File: src/verilog/stream_core_cfg.svh
`ifndef STREAM_CORE_CFG_SVH
`define STREAM_CORE_CFG_SVH

////////////////////////////////////////
// Instruction word
////////////////////////////////////////

`define INST_WIDTH      36  // Raw word from the host
`define OPCODE_WIDTH    4   // Top field of the word
`define IMM_WIDTH       20  // Signed immediate in the low bits

////////////////////////////////////////
// Storage
////////////////////////////////////////

`define IM_ADDR_WIDTH   8   // 256 program words
`define DATA_WIDTH      32  // Register and result width
`define REG_ADDR_WIDTH  4   // 16 registers

// Idle cycles from burst end to first replay address
`define IMEM_REPLAY_GAP 16

`endif

File: src/verilog/stream_core_pkg.sv
`default_nettype none

`include "stream_core_cfg.svh"

package stream_core_pkg;

    ////////////////////////////////////////
    // Opcodes
    ////////////////////////////////////////

    // Codes 9 to 15 are illegal and run as NOP
    typedef enum logic [`OPCODE_WIDTH-1:0] {
        OP_NOP = 4'd0,
        OP_LDI = 4'd1,  // rd = sext(imm)
        OP_ADD = 4'd2,
        OP_SUB = 4'd3,
        OP_AND = 4'd4,
        OP_OR  = 4'd5,
        OP_XOR = 4'd6,
        OP_SHL = 4'd7,  // rd = ra << rb[4:0]
        OP_OUT = 4'd8   // Emit ra on the result port
    } opcode_e;

    ////////////////////////////////////////
    // Pipeline payloads
    ////////////////////////////////////////

    // Word as loaded and replayed, op kept raw so illegal codes survive
    typedef struct packed {
        logic [`OPCODE_WIDTH-1:0]   op;
        logic [`REG_ADDR_WIDTH-1:0] rd;
        logic [`REG_ADDR_WIDTH-1:0] ra;
        logic [`REG_ADDR_WIDTH-1:0] rb;
        logic signed [`IMM_WIDTH-1:0] imm;
    } inst_t;

    typedef struct packed {
        opcode_e                    op;
        logic [`REG_ADDR_WIDTH-1:0] rd;
        logic [`REG_ADDR_WIDTH-1:0] ra;
        logic [`REG_ADDR_WIDTH-1:0] rb;
        logic [`DATA_WIDTH-1:0]     imm;     // Already sign extended
        logic                       wr_reg;  // Write rd at execute
        logic                       emit;    // Drive the result port
    } uop_t;

    typedef struct packed {
        logic [`DATA_WIDTH-1:0]     data;
        logic [`REG_ADDR_WIDTH-1:0] src;     // Register that was read
    } result_t;

endpackage

`default_nettype wire

File: src/verilog/inst_decoder.sv
`default_nettype none

`include "stream_core_cfg.svh"

// One register stage from raw words to micro-ops
module inst_decoder
    import stream_core_pkg::*;
(
    input  wire logic  clk,
    input  wire logic  rst,
    input  wire logic  raw_valid,
    input  wire inst_t raw,
    output logic       uop_valid,
    output uop_t       uop
);

    opcode_e op_raw;
    uop_t    nxt;

    ////////////////////////////////////////
    // Decode
    ////////////////////////////////////////

    assign op_raw = opcode_e'(raw.op);

    always_comb begin
        nxt     = '0;
        nxt.rd  = raw.rd;
        nxt.ra  = raw.ra;
        nxt.rb  = raw.rb;
        // Sign extend the immediate
        nxt.imm = {{(`DATA_WIDTH - `IMM_WIDTH){raw.imm[`IMM_WIDTH-1]}}, raw.imm};
        case (op_raw)
            OP_LDI, OP_ADD, OP_SUB, OP_AND, OP_OR, OP_XOR, OP_SHL: begin
                nxt.op     = op_raw;
                nxt.wr_reg = 1'b1;  // All of these write rd
            end
            OP_OUT: begin
                nxt.op   = OP_OUT;
                nxt.emit = 1'b1;
            end
            default: begin
                nxt.op = OP_NOP;  // NOP and every illegal code
            end
        endcase
    end

    ////////////////////////////////////////
    // Stage register
    ////////////////////////////////////////

    always_ff @(posedge clk) begin
        if (rst) uop_valid <= 1'b0;
        else     uop_valid <= raw_valid;
    end

    // New word every cycle, payload only moves with valid
    always_ff @(posedge clk) begin
        if (raw_valid) begin
            uop <= nxt;
        end
    end

endmodule

`default_nettype wire

File: config.mk
export PLATFORM = sky130hd
export DESIGN_NAME = inst_decoder
export DESIGN_NICKNAME = d
export VERILOG_FILES = /design/src/verilog/stream_core_pkg.sv /design/src/verilog/inst_decoder.sv
export VERILOG_INCLUDE_DIRS = /design/src /design/src/verilog
export SDC_FILE = /design/constraint.sdc
export NUM_CORES = 1
export LEC_CHECK = 0
export CAP_MARGIN = 20
export CORE_UTILIZATION = 55
export DETAILED_ROUTE_END_ITERATION = 8
export DONT_BUFFER_PORTS = 1
export PLACE_DENSITY = 0.73
export SYNTH_ARGS = -nofsm -noshare
export SYNTH_HDL_FRONTEND = slang
export SYNTH_SLANG_ARGS = --single-unit
File: constraint.sdc
create_clock -name clk -period 1.1 [get_ports clk]
set_input_delay 0.22 -clock clk [delete_from_list [all_inputs] [get_ports clk]]
set_output_delay 0.22 -clock clk [all_outputs]
set_load 0.05 [all_outputs]
==> flow_summary.toml, run 1 <==
[logic_synthesis]
netlist_area_um2 = 1300
synth_compound_area_share_pct = 0
avgSynthCellArea_um2 = 22.1
synth_top_family_by_area = "buffers and inverters"
ys_seq_area_share_pct = 89.1
synthMuxAreaShare_pct = 0
netlist_top_cells_area = "edfxtp_1, buf_4, nor2b_1, dfxtp_1, and2_1"
postSynthCellCount = 59
synth_xor_area_share_pct = 0
yosys.area.top_type = "edfxtp_1"
synth.distinct_cells = 7
yosys.area_share.simple_pct = 3.94
ys_ff_latch = 39
synth_fp_nets = 98
synth.top_cell.area_share_pct = 87.6
synth_fa_ha_area_share_pct = 0
ys_warn_count = 0

[clocking]
htree_num_levels = 2
clockBufferDepth = 2
cts_setup_buffers = 0
cts_buffers = 5
cts_root_buffer = "clkbuf_4"
postCtsHoldBufs = 33
cts.sinks = 39
cts.repair.resized = 40

[run_status]
haltStage = "4_1_cts"
toolErrorMsg = "[ERROR DPL-0033] detailed placement checks failed during check placement."
status = "stopped before the end"

[die]
fp.dieH_um = 50.7
io_pins = 90
rows = 17
die_w_um = 50.7
initial_utilization_pct = 58.9

[placement]
port_buffers = 0
place_area_um2 = 1590
place.gp.congestion = 0.706
[Yosys cell counts]
| library cell | n |
|---|---|
| buf_4 | 12 |
| edfxtp_1 | 38 |
| nor2b_1 | 4 |
| nor3_2 | 1 |
| nor2_1 | 1 |
| dfxtp_1 | 1 |
| and2_1 | 2 |
[through the flow]
stage                     hold WS [ps]  util [%]  cells  worst slack (ps)  setup TNS [ps]
after floorplan                    292         -     59              -225           -2700
after global placement             295      71.8    117              -194            -949
after detailed placement           299      71.8    117              -191            -925
[cell families after synthesis]
family	count (synthesis)
flops	39
buf+inv	12
simple gates	8
==> inputs of run 2 (changes only) <==
- CORE_AREA: default -> 2 2 63 65
- CORE_UTILIZATION: 55 -> default
- DIE_AREA: default -> 0 0 65 67
- PLACE_DENSITY: 0.73 -> default
- PLACE_DENSITY_LB_ADDON: default -> 0.15
==> run 2 against run 1 <==
The flow now finishes, with violations (negative setup slack). Synthesized cell count stayed put. Synthesized area stayed put.
==> flow_summary.toml, run 2 <==
[sta]
tightest_slew_ps = 404
slew_violations = 0
fin_tns_setup_ps = -2730
setup_slack_ps = -237
finalHoldViolations = 0
setup_violations = 13
rsz0062_at_grt = "yes"
finalCritPeriodShare_pct = 122
max_freq_ghz = 0.748
relSlewSlack_pct = 73.2
post-route-min-period_ps = 1340

[routing]
drc = 0
wl_um = 2320
wl_met3_um = 231
dr.max_layer_used = "met4"
post_drt_wl_per_cell_um = 15.7
vias = 636
wl_met2_um = 1280
viasPerCell = 4.30
postRouteAntennaNets = 0
drt_first_iter_violations = 28
dr.pass1.iters = 3
wl_met1_um = 761

[die]
core_um2 = 3610
die_w_um = 65
dieArea_um2 = 4360
fp.dieH_um = 67
initial_utilization_pct = 36.1
rows = 22
io_pins = 90

[clocking]
cts_root_buffer = "clkbuf_8"
clockBufferDepth = 2
cts.sinks = 39
cts.clk_slew.worst_paths_ps = 70
cts_buffers = 5
cts_tree = "built"
htree_num_levels = 2

[job]
maxCapViolCount = 0

[logic_synthesis]
async_flop_share_pct = 0
synth.distinct_cells = 7
synth_top_flop_cell = "edfxtp_1"
postSynthCellCount = 59
ys_seq_area_share_pct = 89.1
ys_ff_latch = 39
yosys.area.top_type = "edfxtp_1"
avgSynthCellArea_um2 = 22.1
synth_most_common_cell = "edfxtp_1"
netlist_area_um2 = 1300
ys_warn_count = 0
netlist_top_cells_area = "edfxtp_1, buf_4, nor2b_1, dfxtp_1, and2_1"
synth_fp_nets = 98
netlist_top_cells_count = "edfxtp_1, buf_4, nor2b_1, and2_1"
synth.top_cell.area_share_pct = 87.6
synth_edf_count = 38

[global_routing]
grt_pass1_wl_um = 3170
grt_overflow = 0
track_usage_pct = 10.7
grt_max_degree = 40
grt_pass1_vias = 663
antenna_found_initial = 0

[setup_path]
worstPathRequired_ps = 880
cp_top_family = "buffers and inverters"
path_buf_inv = 1
start_kind = "flop"
setup.worst_path.class = "reg2out"
end_kind = "output port"
crit_slowest_cell = "clkbuf_16"
crit_chain = "clkbuf_16"
max_stage_delay_ps = 430
path_max_fanout = 8
cp.arrival_ps = 1120

[run_status]
violations = "negative setup slack"
status = "finished with violations"

[placement]
place.gp.congestion = 0.586
port_buffers = 0
pre_cts_ws_ps = 16.3
dpl.cell_count = 138

[finish]
fin_cells = 148
layout_commonest_cell = "edfxtp_1"
largest_register_ffs = 38
final_nets = 138
final_cell_mix = "edfxtp_1, buf_6, buf_4"
regMostFlops = "uop"
drive_above_1_share_pct = 51.0
antenna_cells = 0
area_delta_synth_final_pct = 39.3
reg_top3 = "uop x38, uop_valid x1"

[hold_path]
hold_class = "in2reg"

[power]
power.total_uw = 3490
ir_drop_mv = 0.788
leakagePower_uw = 0.000698
power.density_nw_per_um2 = 1920
## run 2: cell counts after synthesis
Identical to the previous run, type by type.
## run 2: logic make-up after synthesis
logic type / share of synthesized area [%]
buffers and inverters: 6.92
and+or+nand+nor: 3.94
DFF: 89.1
## run 2: worst paths after layout
kind	from	end	slack (ps)	cells past startpoint
setup / recovery	uop[21]	uop[27]	-240	1
hold / removal	raw[17]	uop[19]	30	0
## run 2: where the power goes
part	internal [uW]	switching, uW	leakage (uW)	total [uW]
Sequential	1760	44.0	0.000379	1800
Combinational	223	578	0.000276	800
Clock	444	443	0.0000422	887
Total	2430	1060	0.000698	3490
## run 2: layout make-up
cell class	count	area, um^2
Fill cell	313	1790
Sequential cell	39	1160
Timing Repair Buffer	45	460
Clock buffer	7	76.3
Tap cell	48	60.1
Multi-Input combinational cell	8	51.3
Clock inverter	1	5.00
## run 2: through the flow
stage	area [um^2]	hold slack [ps]	utilization (%)
floorplan	1300	292	-
global placement	1620	294	44.9
detailed placement	1620	295	44.9
CTS	1740	14.8	48.3
global route	1810	4.17	50.3
finish	1810	27.8	50.3
## run 2: what timing repair did
| action | CTS | global route |
|---|---|---|
| setup buffers | 1 | 0 |
| setup endpoints to repair | 17 | 35 |
| hold buffers | 1 | 0 |
| hold endpoints to repair | 1 | 0 |
| gates resized for setup | 6 | 19 |
## run 2: layer usage
layer	up-vias	global-route usage (%)
met5	-	0
met4	0	6.65
met3	6	6.25
met2	37	18.0
met1	309	9.73
li1	284	-
No activity file was read; power rests on OpenSTA's default activity.
==> inputs of run 3 (changes only) <==
- clock period: 1.1 -> 1.3 ns (I/O delays scaled with it)
==> run 3 against run 2 <==
Global-route usage fell by 0.90 points. Clock-buffer cell count fell by 1. Largest power group unchanged. Combinational power fell by 79%. Sequential share of layout area rose by 17 points. Cell count fell by 26%. Core utilization fell by 11 points. Critical path depth did not move. The run still ends with negative setup slack left. Via count fell by 25%. Worst hold slack improved by 15 ps. Non-clock buffer count fell by 39. Critical path type unchanged.
==> flow_summary.toml, run 3 (synthesized netlist as in run 2, its figures left out) <==
[sta]
fin_tns_setup_ps = -673
setup_violations = 11
finalCritPeriodShare_pct = 106
slew_violations = 0
max_freq_ghz = 0.726
finalHoldViolations = 0
tightest_slew_ps = 489
setup_slack_ps = -76.8
post-route-min-period_ps = 1380
relSlewSlack_pct = 67.3
rsz0062_at_grt = "yes"
whs_ps = 43.0

[finish]
reg_top3 = "uop x38, uop_valid x1"
multi_input_area_um2 = 51.3
final_cell_mix = "edfxtp_1, clkbuf_8, nor2b_1"
area_delta_synth_final_pct = 10.2
fillCellCount = 326
final_nets = 99
drive_above_1_share_pct = 19.7
largest_register_ffs = 38
regMostFlops = "uop"
fin_cells = 109
regArea_um2 = 1160
layout_commonest_cell = "edfxtp_1"
antenna_cells = 0

[routing]
post_drt_wl_per_cell_um = 19.1
wl_um = 2080
vias = 476
drc = 0
viasPerCell = 4.37
drt_first_iter_violations = 10
postRouteAntennaNets = 0
dr.pass1.iters = 2

[die]
initial_utilization_pct = 36.1
core_um2 = 3610
io_pins = 90
die_w_um = 65
fp.dieH_um = 67
rows = 22
dieArea_um2 = 4360

[power]
ir_drop_mv = 1.04
power.density_nw_per_um2 = 1930
power.total_uw = 2770
leakagePower_uw = 0.000481

[hold_path]
hold_class = "in2reg"
hp-start = "rst"

[clocking]
clockBufferDepth = 2
postCtsHoldBufs = 0
cts_buffers = 5
htree_num_levels = 2
cts_root_buffer = "clkbuf_8"
cts.clk_slew.worst_paths_ps = 70
cts_tree = "built"
cts.sinks = 39

[global_routing]
grt_pass1_wl_um = 2830
grt_overflow = 0
grt_pass1_vias = 524
antenna_found_initial = 0
track_usage_pct = 9.76
grt_max_degree = 40

[setup_path]
path_max_fanout = 8
crit_slowest_cell = "clkbuf_16"
cp-startpoint = "uop[21]"
end_kind = "output port"
worstPathRequired_ps = 1040
setup.worst_path.class = "reg2out"
max_stage_delay_ps = 430
cp.arrival_ps = 1120
start_kind = "flop"
path_buf_inv = 1
cp_top_family = "buffers and inverters"
crit_chain = "clkbuf_16"

[placement]
place.gp.congestion = 0.587
dpl.cell_count = 100
port_buffers = 0

[run_status]
status = "finished with violations"
violations = "negative setup slack"

[job]
maxCapViolCount = 0
[run 3: where the power goes]
| part | internal, uW | total, uW | leakage [uW] | switching [uW] |
|---|---|---|---|---|
| Combinational | 40.2 | 170 | 0.0000617 | 129 |
| Sequential | 1500 | 1860 | 0.000379 | 366 |
| Clock | 365 | 733 | 0.0000403 | 368 |
[run 3: final cells by class]
cell class / count / share of cell area (%)
multi-input combinational: 8 / 3.57
tap: 48 / 4.18
clock inverter: 2 / 0.523
timing repair buffer: 6 / 5.75
sequential: 39 / 80.9
clock buffer: 6 / 5.06
[run 3: worst paths after layout]
kind	to	slack (ps)	cells after the start
max	uop[27]	-80	1
min	uop_valid	40	1
[run 3: what timing repair did]
action / CTS / global route
setup endpoints to repair: 11 / 13
endpoints found under the hold margin: 0 / 0
setup buffers: 1 / 0
resized for setup: 2 / 1
[run 3: per-layer routing]
| metal | part of all wire, % | track usage [%] |
|---|---|---|
| met1 | 34 | 8.79 |
| met2 | 51 | 14.7 |
| met4 | 2.2 | 5.85 |
| met5 | 0 | 0 |
| met3 | 13 | 8.45 |
[run 3: metrics by stage]
step	cell area, um^2	util, %	setup WS, ps
floorplan	1300	-	-64.7
CTS	1430	39.7	-101
detailed placement	1340	37.0	185
global route	1440	39.8	-148
global placement	1340	37.0	198
finish	1440	39.8	-76.8
==> inputs of run 4 (changes only) <==
- SETUP_SLACK_MARGIN: default -> 0.3
==> run 4 against run 3 <==
The run still ends with negative setup slack left. Clock-buffer cell count unchanged. Worst setup slack about the same. Sequential cell count unchanged. Final area increased by 0.26%.
==> flow_summary.toml, run 4 (synthesized netlist as in run 2, its figures left out) <==
[run_status]
status = "finished with violations"
violations = "negative setup slack"

[placement]
place.gp.congestion = 0.587
pre_cts_ws_ps = 185
port_buffers = 0

[die]
core_um2 = 3610
initial_utilization_pct = 36.1
rows = 22
io_pins = 90
die_w_um = 65
dieArea_um2 = 4360
fp.dieH_um = 67

[finish]
regMostFlops = "uop"
final_util_pct = 39.9
largest_register_ffs = 38
layout_commonest_cell = "edfxtp_1"
reg_top3 = "uop x38, uop_valid x1"
drive_above_1_share_pct = 21.3
fillCellCount = 328
final_cell_mix = "edfxtp_1, clkbuf_8, nor2b_1"
final_nets = 99
antenna_cells = 0
area_delta_synth_final_pct = 10.5

[sta]
max_freq_ghz = 0.726
rsz0062_at_grt = "yes"
finalHoldViolations = 0
tightest_slew_ps = 474
setup_slack_ps = -76.7
post-route-min-period_ps = 1380
fin_tns_setup_ps = -672
slew_violations = 0
finalCritPeriodShare_pct = 106
relSlewSlack_pct = 68.5
setup_violations = 11

[routing]
drt_first_iter_violations = 10
post_drt_wl_per_cell_um = 19.1
wl_um = 2080
viasPerCell = 4.37
vias = 476
postRouteAntennaNets = 0
drc = 0
dr.pass1.iters = 2

[clocking]
clockBufferDepth = 2
cts_tree = "built"
cts_buffers = 5
cts_root_buffer = "clkbuf_8"
htree_num_levels = 2
cts.sinks = 39
cts.clk_slew.worst_paths_ps = 70

[setup_path]
crit_slowest_cell = "clkbuf_16"
cp_top_family = "buffers and inverters"
path_max_fanout = 8
start_kind = "flop"
worstPathRequired_ps = 1040
end_kind = "output port"
max_stage_delay_ps = 430
crit_chain = "clkbuf_16"
cp.arrival_ps = 1120
setup.worst_path.class = "reg2out"
path_buf_inv = 1

[job]
maxCapViolCount = 0

[global_routing]
grt_overflow = 0
grt_max_degree = 40
grt_pass1_vias = 528
antenna_found_initial = 0
grt_pass1_wl_um = 2830
track_usage_pct = 9.76

[hold_path]
hold_class = "in2reg"

[power]
power.total_uw = 2770
leakagePower_uw = 0.000482
ir_drop_mv = 1.04
power.density_nw_per_um2 = 1920
[run 4: cell counts in the layout (fill, tap and decap cells not counted)]
No cell type changed its count.
[run 4: report_power, final]
group | leakage (uW) | switching, uW | internal, uW | total, uW
clock network | 0.0000403 | 367 | 365 | 732
registers | 0.000380 | 366 | 1500 | 1860
logic | 0.0000617 | 129 | 40.2 | 170
total | 0.000482 | 863 | 1900 | 2770
[run 4: layout make-up]
| type | count | area, um^2 | area share, % |
|---|---|---|---|
| multi-input combinational | 8 | 51.3 | 3.57 |
| clock inverter | 2 | 7.51 | 0.522 |
| timing repair buffer | 6 | 82.6 | 5.74 |
| sequential | 39 | 1160 | 81.0 |
| tap | 48 | 60.1 | 4.17 |
| clock buffer | 6 | 72.6 | 5.04 |
[run 4: routing by layer]
metal  routed length, um  track usage [%]
met4                  46             5.85
met5                   0                0
met2                1060             14.8
met1                 703             8.68
met3                 271             8.45
[run 4: per-stage QoR]
step / hold slack, ps / std cells / cell area [um^2]
floorplan: 332 / 59 / 1300
CTS: 25.4 / 109 / 1430
global placement: 336 / 100 / 1340
global route: 28.8 / 109 / 1440
detailed placement: 340 / 100 / 1340
finish: 36.6 / 109 / 1440
[run 4: final timing paths]
kind                    start        end  slack, ps  depth (start not counted)
worst min-delay path      rst  uop_valid         40                          1
worst max-delay path  uop[21]    uop[27]        -80                          1
[run 4: timing repair]
item | 4_1_cts | 5_1_grt
setup buffers | 1 | 0
hold buffers | 0 | 0
pin swaps | 0 | 0
setup endpoints to repair | 51 | 51
gates resized for setup | 4 | 1
