**config.mk**
```make
export PLATFORM = sky130hd
export DESIGN_NAME = exec_unit
export DESIGN_NICKNAME = d
export VERILOG_FILES = /design/src/verilog/stream_core_pkg.sv /design/src/verilog/exec_unit.sv
export VERILOG_INCLUDE_DIRS = /design/src /design/src/verilog
export SDC_FILE = /design/constraint.sdc
export NUM_CORES = 1
export LEC_CHECK = 0
export ABC_CLOCK_PERIOD_IN_PS = 6380
export BUFFER_PORTS_ARGS = -buffer_cell sky130_fd_sc_hd__buf_2
export CELL_PAD_IN_SITES_DETAIL_PLACEMENT = 0
export CELL_PAD_IN_SITES_GLOBAL_PLACEMENT = 1
export CORE_ASPECT_RATIO = 0.7
export CORE_UTILIZATION = 35
export CTS_CLUSTER_SIZE = 14
export DETAILED_ROUTE_END_ITERATION = 8
export HOLD_SLACK_MARGIN = 0.06
export PLACE_DENSITY = 0.72
export REMOVE_ABC_BUFFERS = 1
export SYNTH_ARGS = -nofsm -noshare
export SYNTH_HDL_FRONTEND = slang
export SYNTH_SLANG_ARGS = --single-unit
```
**constraint.sdc**
```tcl
create_clock -name clk -period 6.38 [get_ports clk]
set_clock_uncertainty 0.1 [all_clocks]
set_input_delay 0.319 -clock clk [delete_from_list [all_inputs] [get_ports clk]]
set_output_delay 0.319 -clock clk [all_outputs]
set_load 0.01 [all_outputs]
```
**src/verilog/stream_core_cfg.svh**
```systemverilog
`ifndef STREAM_CORE_CFG_SVH
`define STREAM_CORE_CFG_SVH

////////////////////////////////////////
// Instruction word
////////////////////////////////////////

`define INST_WIDTH      36  // Raw word from the host
`define OPCODE_WIDTH    4   // Top field of the word
`define IMM_WIDTH       20  // Signed immediate in the low bits

////////////////////////////////////////
// Storage
////////////////////////////////////////

`define IM_ADDR_WIDTH   8   // 256 program words
`define DATA_WIDTH      32  // Register and result width
`define REG_ADDR_WIDTH  4   // 16 registers

// Idle cycles from burst end to first replay address
`define IMEM_REPLAY_GAP 16

`endif

```
**src/verilog/stream_core_pkg.sv**
```systemverilog
`default_nettype none

`include "stream_core_cfg.svh"

package stream_core_pkg;

    ////////////////////////////////////////
    // Opcodes
    ////////////////////////////////////////

    // Codes 9 to 15 are illegal and run as NOP
    typedef enum logic [`OPCODE_WIDTH-1:0] {
        OP_NOP = 4'd0,
        OP_LDI = 4'd1,  // rd = sext(imm)
        OP_ADD = 4'd2,
        OP_SUB = 4'd3,
        OP_AND = 4'd4,
        OP_OR  = 4'd5,
        OP_XOR = 4'd6,
        OP_SHL = 4'd7,  // rd = ra << rb[4:0]
        OP_OUT = 4'd8   // Emit ra on the result port
    } opcode_e;

    ////////////////////////////////////////
    // Pipeline payloads
    ////////////////////////////////////////

    // Word as loaded and replayed, op kept raw so illegal codes survive
    typedef struct packed {
        logic [`OPCODE_WIDTH-1:0]   op;
        logic [`REG_ADDR_WIDTH-1:0] rd;
        logic [`REG_ADDR_WIDTH-1:0] ra;
        logic [`REG_ADDR_WIDTH-1:0] rb;
        logic signed [`IMM_WIDTH-1:0] imm;
    } inst_t;

    typedef struct packed {
        opcode_e                    op;
        logic [`REG_ADDR_WIDTH-1:0] rd;
        logic [`REG_ADDR_WIDTH-1:0] ra;
        logic [`REG_ADDR_WIDTH-1:0] rb;
        logic [`DATA_WIDTH-1:0]     imm;     // Already sign extended
        logic                       wr_reg;  // Write rd at execute
        logic                       emit;    // Drive the result port
    } uop_t;

    typedef struct packed {
        logic [`DATA_WIDTH-1:0]     data;
        logic [`REG_ADDR_WIDTH-1:0] src;     // Register that was read
    } result_t;

endpackage

`default_nettype wire

```
**src/verilog/exec_unit.sv**
```systemverilog
`default_nettype none

`include "stream_core_cfg.svh"

// Register file, ALU and result port
module exec_unit
    import stream_core_pkg::*;
(
    input  wire logic clk,
    input  wire logic rst,
    input  wire logic uop_valid,
    input  wire uop_t uop,
    output logic      result_valid,
    output result_t   result
);

    localparam int NUM_REGS = 2 ** `REG_ADDR_WIDTH;
    localparam int SHW      = $clog2(`DATA_WIDTH);  // Shift amount bits

    logic [`DATA_WIDTH-1:0] rf [NUM_REGS];
    logic [`DATA_WIDTH-1:0] op_a;
    logic [`DATA_WIDTH-1:0] op_b;
    logic [`DATA_WIDTH-1:0] alu_out;
    logic                   do_write;
    logic                   do_emit;

    ////////////////////////////////////////
    // Operand read
    ////////////////////////////////////////

    // Combinational read, a write from the previous cycle is already visible
    assign op_a = rf[uop.ra];
    assign op_b = rf[uop.rb];

    assign do_write = uop_valid && uop.wr_reg;
    assign do_emit  = uop_valid && uop.emit;

    ////////////////////////////////////////
    // ALU
    ////////////////////////////////////////

    always_comb begin
        case (uop.op)
            OP_LDI:  alu_out = uop.imm;
            OP_ADD:  alu_out = op_a + op_b;  // Wraps
            OP_SUB:  alu_out = op_a - op_b;  // Wraps
            OP_AND:  alu_out = op_a & op_b;
            OP_OR:   alu_out = op_a | op_b;
            OP_XOR:  alu_out = op_a ^ op_b;
            OP_SHL:  alu_out = op_a << op_b[SHW-1:0];  // Low 5 bits only
            default: alu_out = '0;  // NOP and OUT write nothing
        endcase
    end

    ////////////////////////////////////////
    // Register file write
    ////////////////////////////////////////

    always_ff @(posedge clk) begin
        if (rst) begin
            for (int i = 0; i < NUM_REGS; i++) begin
                rf[i] <= '0;
            end
        end else if (do_write) begin
            rf[uop.rd] <= alu_out;
        end
    end

    ////////////////////////////////////////
    // Result port
    ////////////////////////////////////////

    always_ff @(posedge clk) begin
        if (rst) result_valid <= 1'b0;
        else     result_valid <= do_emit;
    end

    // Same edge as the register write
    always_ff @(posedge clk) begin
        if (do_emit) begin
            result.data <= op_a;
            result.src  <= uop.ra;  // Tag with the source register
        end
    end

endmodule

`default_nettype wire

```
Word level (Yosys, flattened, before mapping) --
Memories as Yosys holds them, arrays and structs flattened. Index checks and enable logic that the tools add are counted.
Storage, ports and cells: register bits 37, latch bits 0, bits in writable memories 512, memory bits (read-only) 0, input bits 53, output and inout bits 37, logic and storage cells 29, memories 1
Operators by class: add/sub/neg operators 2, $mul 0, divide/modulo/power cells 0, order comparisons 0, eq/ne operators 7, shift operators 1, muxes and demuxes 9, bitwise operators 3, reduce and logical (&&, ||, !) cells 3
Memory list:
- rf | words 16, width 32, rd ports 2, clocked after memory_dff 0, wr ports 16, line exec_unit.sv:20 | logic [`DATA_WIDTH-1:0] rf [NUM_REGS];
Operators by type and width (count):
- $pmux 32 s7 | 1
- $add 32x32->32 | 1
- $and 32x32->32 | 1
- $mux 32 | 1
- $or 32x32->32 | 1
- $reduce_or 32->1 | 1
- $shl 32x5->32 | 1
- $sub 32x32->32 | 1
- $xor 32x32->32 | 1
- $eq 4x3->1 const B | 4
- $eq 4x2->1 const B | 2
- $mux 1 | 6
- $eq 4x1->1 const B | 1
- $mux 4 | 1
- $logic_and 1x1->1 | 2

Longest topological paths before layout --
Gate-level depths: netlist (run 1).
depth after elaboration 6, depth in mapped cells 28

Least setup slack after synthesis (run 1) --
Ideal clock, no wire load.
kind in2reg, from in uop[35] (netlist name), to mem rf[10][29] (netlist name) (data pin), library setup time 0.270 ns, data arrival time 6.043 ns, data required time 6.010 ns, path slack -0.033 ns, cell stages on the path 23, path through buf_4 > mux4_2 > a22o_1 > a221oi_2 > clkbuf_1 > clkbuf_1 > ha_1 > nand3_1 > nand2b_1 > or3_1 > o41ai_1 > xnor2_1 > ha_1 > a21o_1 > a21o_1 > a21o_1 > a221o_1 > a21o_1 > a31o_2 > a31oi_1 > mux2i_1 > clkbuf_1 > a21oi_1
RTL lines:
- from (decl) | line exec_unit.sv:12 | input wire uop_t uop,
- to (decl) | line exec_unit.sv:20

==> results of run 1 <==
how the worst min path moves through the flow:
stage | from | end | slack, ns
after floorplan | rst | result_valid | 0.29
after global placement | rst | result_valid | 0.58
after detailed placement | rst | result_valid | 0.60
after CTS | uop[38] | result[0] | 0.16
after global routing | uop[38] | result[0] | 0.19
final | uop[38] | result[0] | 0.19
cells in the mapped netlist (all sizes together), types with 14 or more instances:
master,n,area share
nand2,88,0.0099
o21ai,73,0.011
xor2,14,0.0037
nor2,483,0.055
nor3,17,0.0027
a22oi,68,0.015
nand2b,24,0.0045
a22o,22,0.0058
mux4,225,0.15
edfxtp,548,0.49
a221oi,42,0.013
clkbuf,119,0.013
a31oi,34,0.0064
mux2i,150,0.045
xnor2,38,0.010
a21o,16,0.0036
a211oi,15,0.0053
ha,103,0.039
a21oi,164,0.025
inv,71,0.0080
buf,96,0.018
nand3,21,0.0033
mux2,24,0.0081
nor2b,23,0.0043
area by class of cell:
| cell class | instances | area (µm²) |
|---|---|---|
| clock inverter | 37 | 295 |
| multi-input combinational | 1811 | 15600 |
| antenna | 2 | 5.00 |
| clock buffer | 67 | 1510 |
| sequential | 549 | 16500 |
| fill | 8806 | 56200 |
| tap | 1248 | 1560 |
| inverter | 72 | 270 |
| timing repair buffer | 302 | 2220 |
what timing repair did:
item | in CTS | in global routing
hold buffers | 1 | 0
endpoints found under the hold margin | 1 | 0
endpoints found under the setup margin | 0 | 96
resized for setup | 0 | 2
report_power, final:
part	leakage [nW]	internal (mW)	switching [mW]
clock network	0.876	1.84	1.51
logic	7.18	0.879	1.57
registers	5.64	4.11	0.0708
total	13.7	6.83	3.15
metrics by stage:
stage	instance area (µm²)	std cells	power, mW
2_1_floorplan	32200	2432	5.53
3_3_place_gp	36100	3981	6.61
3_5_place_dp	36100	3981	6.63
4_1_cts	37900	4086	9.95
5_1_grt	37900	4086	10.3
6_report	37900	4088	9.98
worst max-delay path: stages (launching register included):
cell and delay (ns):
edfxtp_1 0.43, mux4_2 0.47, a22o_1 0.26, a221oi_4 0.40, ha_1 0.25, nand3_1 0.11
nand2b_1 0.20, or3_1 0.41, buf_4 0.18, nor2_1 0.26, a31oi_1 0.18, xnor2_1 0.18
ha_1 0.38, a21o_1 0.22, a221o_1 0.34, a21o_1 0.18, a31o_2 0.26, a311oi_1 0.45
buf_4 0.20, or3_1 0.15, buf_12 0.16, a31oi_1 0.10
state kept, by name, indices dropped and copies added, names as in the netlist:
name	count
result	36
result_valid	1
rf	512
logic make-up after synthesis:
family	synth area share
AND/OR/NAND/NOR	0.0918
flip-flops	0.495
XOR/XNOR	0.0137
buffers and inverters	0.0399
adder cells (fa/ha/maj)	0.0393
AO/OA/AOI/OAI	0.115
multiplexers	0.205
metal layers:
layer | vias up | track usage | routed length, µm
met3 | 325 | 0.0632 | 16300
met1 | 13100 | 0.373 | 52500
met2 | 1972 | 0.413 | 58300
met5 | - | 0 | 17
met4 | 4 | 0.103 | 5470
li1 | 10500 | - | -
==> metrics.md, run 1 <==
| Metric | Value |
|---|---|
| Cell Pwr Density | `263 mW/mm²` |
| Ratio of cells with drive above 1 in the final layout | `0.254` |
| Crit start category | `register` |
| Routed len/inst | `32.4 µm` |
| Final WS setup | `0.258 ns` |
| Num rows | `94` |
| Clk_lat worst skew | `0.66 ns` |
| Largest net degree at the start of global routing | `67` |
| Most frequent cells in the layout | `edfxtp_1 (548), nor2_1 (472), mux4_2 (225)` |
| Die Y | `260 µm` |
| Register area share after synthesis | `0.495` |
| Post-Syn Area | `0.0333 mm²` |
| All-Layer GR Usage | `0.271` |
| Kind of end point of the critical path | `register` |
| CP max FO | `16` |
| Total CTS buffers | `57` |
| Total grt overflow | `0` |
| Number of synthesized register bits | `549` |
| RSZ-0062 raised after global routing | `false` |
| Post-Route Setup TNS | `0 ns` |
| DRT antenna net count | `0` |
| Critical Path Sink | `rf[5][31]` |
| Fmax | `0.163 GHz` |
| Clock transition at the registers of the reported paths | `0.06 ns` |
| Worst Tran Pin Value | `1.30 ns` |
| DRC | `0` |
| Routed via count | `26000` |
| Synth unique cells | `89` |
| Placeable Area | `0.0941 mm²` |
| DRT iter0 DRCs | `3755` |
| P&R area growth vs syn | `14.0%` |
| Final Max Slew Viols | `0` |
| Final WL | `133 mm` |
| CP Launch Point | `rf[2][1]` |
| Worst hold path class | `in2reg` |
| Period Utilization, post-route | `0.960` |
| First-pass DRT Iterations | `8` |
| Pre-CTS setup slack | `-0.0998 ns` |
| Nets | `2950` |
| Worst flop-to-flop path startpoint | `rf[2][1]` |
| Critical path class | `reg2reg` |
| Die area | `0.0963 mm²` |
| FF-to-FF path depth | `21` |
| Vias in the first global route | `25500` |
| CP required | `6.65 ns` |
| Max Cap Viol | `0` |
| Post-synth EDFFs | `548` |
| Worst VDD drop | `0.000258 V` |
| CTS tree | `done` |
| Clk root buf | `clkbuf_16` |
| First-pass GRT wire length | `187 mm` |
| Hold_ws | `0.190 ns` |
| Worst reg-to-reg setup slack | `0.26 ns` |
| Async SR Flop Fraction | `0` |
| Hpwl dp | `89.8 mm` |
| Top Ports | `90` |
| # H-tree levels | `2` |
| Data arrival, critical path | `6.39 ns` |
| Ys flop type | `edfxtp_1` |
| Mapped Cells | `2647` |
| Die W | `371 µm` |
| CTS Buffer Depth | `3` |
| Final core utilization | `0.403` |
| Hold Path Stages | `1` |
| Outcome | `complete, no violations` |
| Warnings from Yosys | `0` |
| Most common cell after layout, fill and taps aside | `edfxtp_1` |
| Initial antenna violation count | `7` |
| Final min period | `6.12 ns` |
| Via density per instance | `6.35` |
| Static Leak | `13.7 nW` |
| IO buf count | `89` |
| Postcts setup bufs | `0` |
| Worst R2R End | `rf[5][31]` |
| CTS sink cnt | `549` |
| Setup violators final | `0` |
| RePlAce Congestion | `1.01` |
| Final Hold Viols | `0` |
| Starting Density | `0.354` |
| Avg Inst Size Synth | `12.6 µm²` |
| Slew margin rel. | `0.130` |
(Power assumes the default switching activity.)
==> inputs of run 2 (changes only) <==
- BUFFER_PORTS_ARGS: -buffer_cell sky130_fd_sc_hd__buf_2 -> unset
- DONT_BUFFER_PORTS: unset -> 1
- PLACE_DENSITY: 0.72 -> 0.71
- SKIP_CTS_REPAIR_TIMING: unset -> 1
==> metrics.md, run 2 (synthesis results as in run 1) <==
| Metric | Value |
|---|---|
| Outcome | `complete, no violations` |
| Routed via count | `25100` |
| Critical path class | `reg2reg` |
| Worst VDD drop | `0.000212 V` |
| Period Utilization, post-route | `0.965` |
| RePlAce Congestion | `1.01` |
| CTS tree | `done` |
| Num rows | `94` |
| Clk_lat worst skew | `0.65 ns` |
| Total CTS buffers | `54` |
| Clock transition at the registers of the reported paths | `0.07 ns` |
| Data arrival, critical path | `6.40 ns` |
| Worst reg-to-reg setup slack | `0.22 ns` |
| Min-delay src | `uop[41]` |
| All-Layer GR Usage | `0.271` |
| Max Cap Viol | `0` |
| Initial antenna violation count | `9` |
| Critical Path, Cell by Cell | `mux4_2, mux4_2, inv_1, ha_1, nand3_1, nand2b_1, or3_1, o41ai_2, xnor2_1, ha_1, a21o_1, a21o_1, a21o_1, a221o_1, a21o_1, a31o_2, a311oi_2, buf_4, or3_1, buf_12, a31oi_1` |
| WHS Endpoint | `result[9]` |
| P&R area growth vs syn | `10.6%` |
| First-pass DRT Iterations | `5` |
| DRT iter0 DRCs | `3625` |
| IO buf count | `0` |
| Most frequent cells in the layout | `edfxtp_1 (548), nor2_1 (471), mux4_2 (225)` |
| Setup violators final | `0` |
| Worst Tran Pin Value | `1.36 ns` |
| Static Leak | `12.9 nW` |
| Post-route cell area | `0.0368 mm²` |
| CP delay by family, top | `compound AO/OA/AOI/OAI gates` |
| Sw Ratio | `0.309` |
| Clk root buf | `clkbuf_16` |
| Ratio of cells with drive above 1 in the final layout | `0.211` |
| Final WL | `133 mm` |
| Slew margin rel. | `0.0886` |
| CP Depth | `21` |
| CP max FO | `16` |
| Starting Density | `0.354` |
| Worst path bufs/invs | `3` |
| Die Y | `260 µm` |
| Nets | `2785` |
| DRT antenna net count | `0` |
| Vias in the first global route | `24800` |
| Hold_ws | `0.0967 ns` |
| Comb power frac | `0.227` |
| Worst hold path class | `in2reg` |
| CP max stage delay | `0.49 ns` |
| Placed Area | `0.0349 mm²` |
| Pre-CTS setup slack | `0.176 ns` |
| Fin cells | `3925` |
| Worst flop-to-flop path startpoint | `rf[9][0]` |
| Top reg by flops | `rf` |
| Worst R2R End | `rf[6][31]` |
| Fmax | `0.162 GHz` |
| FF-to-FF path depth | `21` |
| First-pass GRT wire length | `186 mm` |
| Flop pwr share | `0.436` |
| Routed len/inst | `33.8 µm` |
| Crit start category | `register` |
| CTS sink cnt | `549` |
| Die area | `0.0963 mm²` |
| Via density per instance | `6.41` |
| Most frequent CP cell | `a21o_1` |
| Final Hold Viols | `0` |
| Kind of end point of the critical path | `register` |
| Hpwl dp | `86.2 mm` |
| DRC | `0` |
| Final Max Slew Viols | `0` |
| Clock share of power | `0.337` |
| Largest net degree at the start of global routing | `135` |
| Total grt overflow | `0` |
| Cell Pwr Density | `261 mW/mm²` |
| Final min period | `6.16 ns` |
| Final WS setup | `0.224 ns` |
| Critical path's slowest cell | `mux4_2` |
| Die W | `371 µm` |
| Placed cells | `3815` |
| # H-tree levels | `2` |
| Sw power | `2.97 mW` |
| CP required | `6.62 ns` |
| RSZ-0062 raised after global routing | `false` |
| Most common cell after layout, fill and taps aside | `edfxtp_1` |
| Hold Path Stages | `2` |
| Pint | `6.64 mW` |
| Top Ports | `90` |
| Placeable Area | `0.0941 mm²` |
| Max reg flops | `512` |
| Biggest regs | `rf: 512 flops, result: 36 flops, result_valid: 1 flops` |
| CTS Buffer Depth | `3` |
run 2: cell types whose count changed in the layout (fill, tap and decap cells not counted), sizes merged:
cell,change
buf,-164
clkinvlp,-2
inv,+1
clkbuf,-5
diode,+3
dlygate4sd3,+4
run 2: area by class of cell:
class | count | area [µm²]
Tap cell | 1248 | 1560
Clock inverter | 36 | 312
Timing Repair Buffer | 140 | 1090
Sequential cell | 549 | 16500
Antenna cell | 5 | 12.5
Fill cell | 8881 | 57300
Multi-Input combinational cell | 1811 | 15700
Inverter | 72 | 270
Clock buffer | 64 | 1410
run 2: layer usage:
| metal | vias to the layer above | part of all wire | global-route usage |
|---|---|---|---|
| li1 | 10200 | - | - |
| met1 | 12900 | 0.40 | 0.372 |
| met2 | 1755 | 0.45 | 0.424 |
| met3 | 289 | 0.11 | 0.0591 |
| met4 | 4 | 0.037 | 0.0909 |
| met5 | - | 0.00020 | 0 |
run 2: worst max-delay path by stage:
stage	slack [ns]	from	to
floorplan	-0.81	rf[6][1]	rf[12][30]
CTS	0.13	rf[11][0]	rf[4][31]
global route	0.005	rf[6][2]	rf[8][26]
detailed placement	0.18	rf[13][0]	rf[4][31]
global placement	0.19	uop[36]	rf[6][31]
finish	0.22	rf[9][0]	rf[6][31]
run 2: power groups by stage:
stage                     logic [mW]  registers, mW  clock network, mW
after global placement          2.10           4.25                  0
after floorplan                 1.30           4.23                  0
after global routing            2.30           4.20               3.37
final                           2.18           4.19               3.24
after CTS                       2.12           4.19               3.26
after detailed placement        2.11           4.26                  0
run 2: per-stage QoR:
stage	power, mW	setup TNS [ns]	util
global placement	6.35	0	0.371
finish	9.61	0	0.391
global route	9.87	0	0.391
CTS	9.57	0	0.390
floorplan	5.53	-107.63	-
detailed placement	6.37	0	0.371
run 2: worst reg2reg max path: stages, from the launching register on:
cell and delay [ns]:
edfxtp_1 0.42, mux4_2 0.47, mux4_2 0.49, inv_1 0.15, ha_1 0.22, nand3_1 0.16, nand2b_1 0.26, or3_1 0.45
o41ai_2 0.25, xnor2_1 0.12, ha_1 0.35, a21o_1 0.27, a21o_1 0.21, a21o_1 0.19, a221o_1 0.33, a21o_1 0.19
a31o_2 0.28, a311oi_2 0.36, buf_4 0.19, or3_1 0.16, buf_12 0.16, a31oi_1 0.09
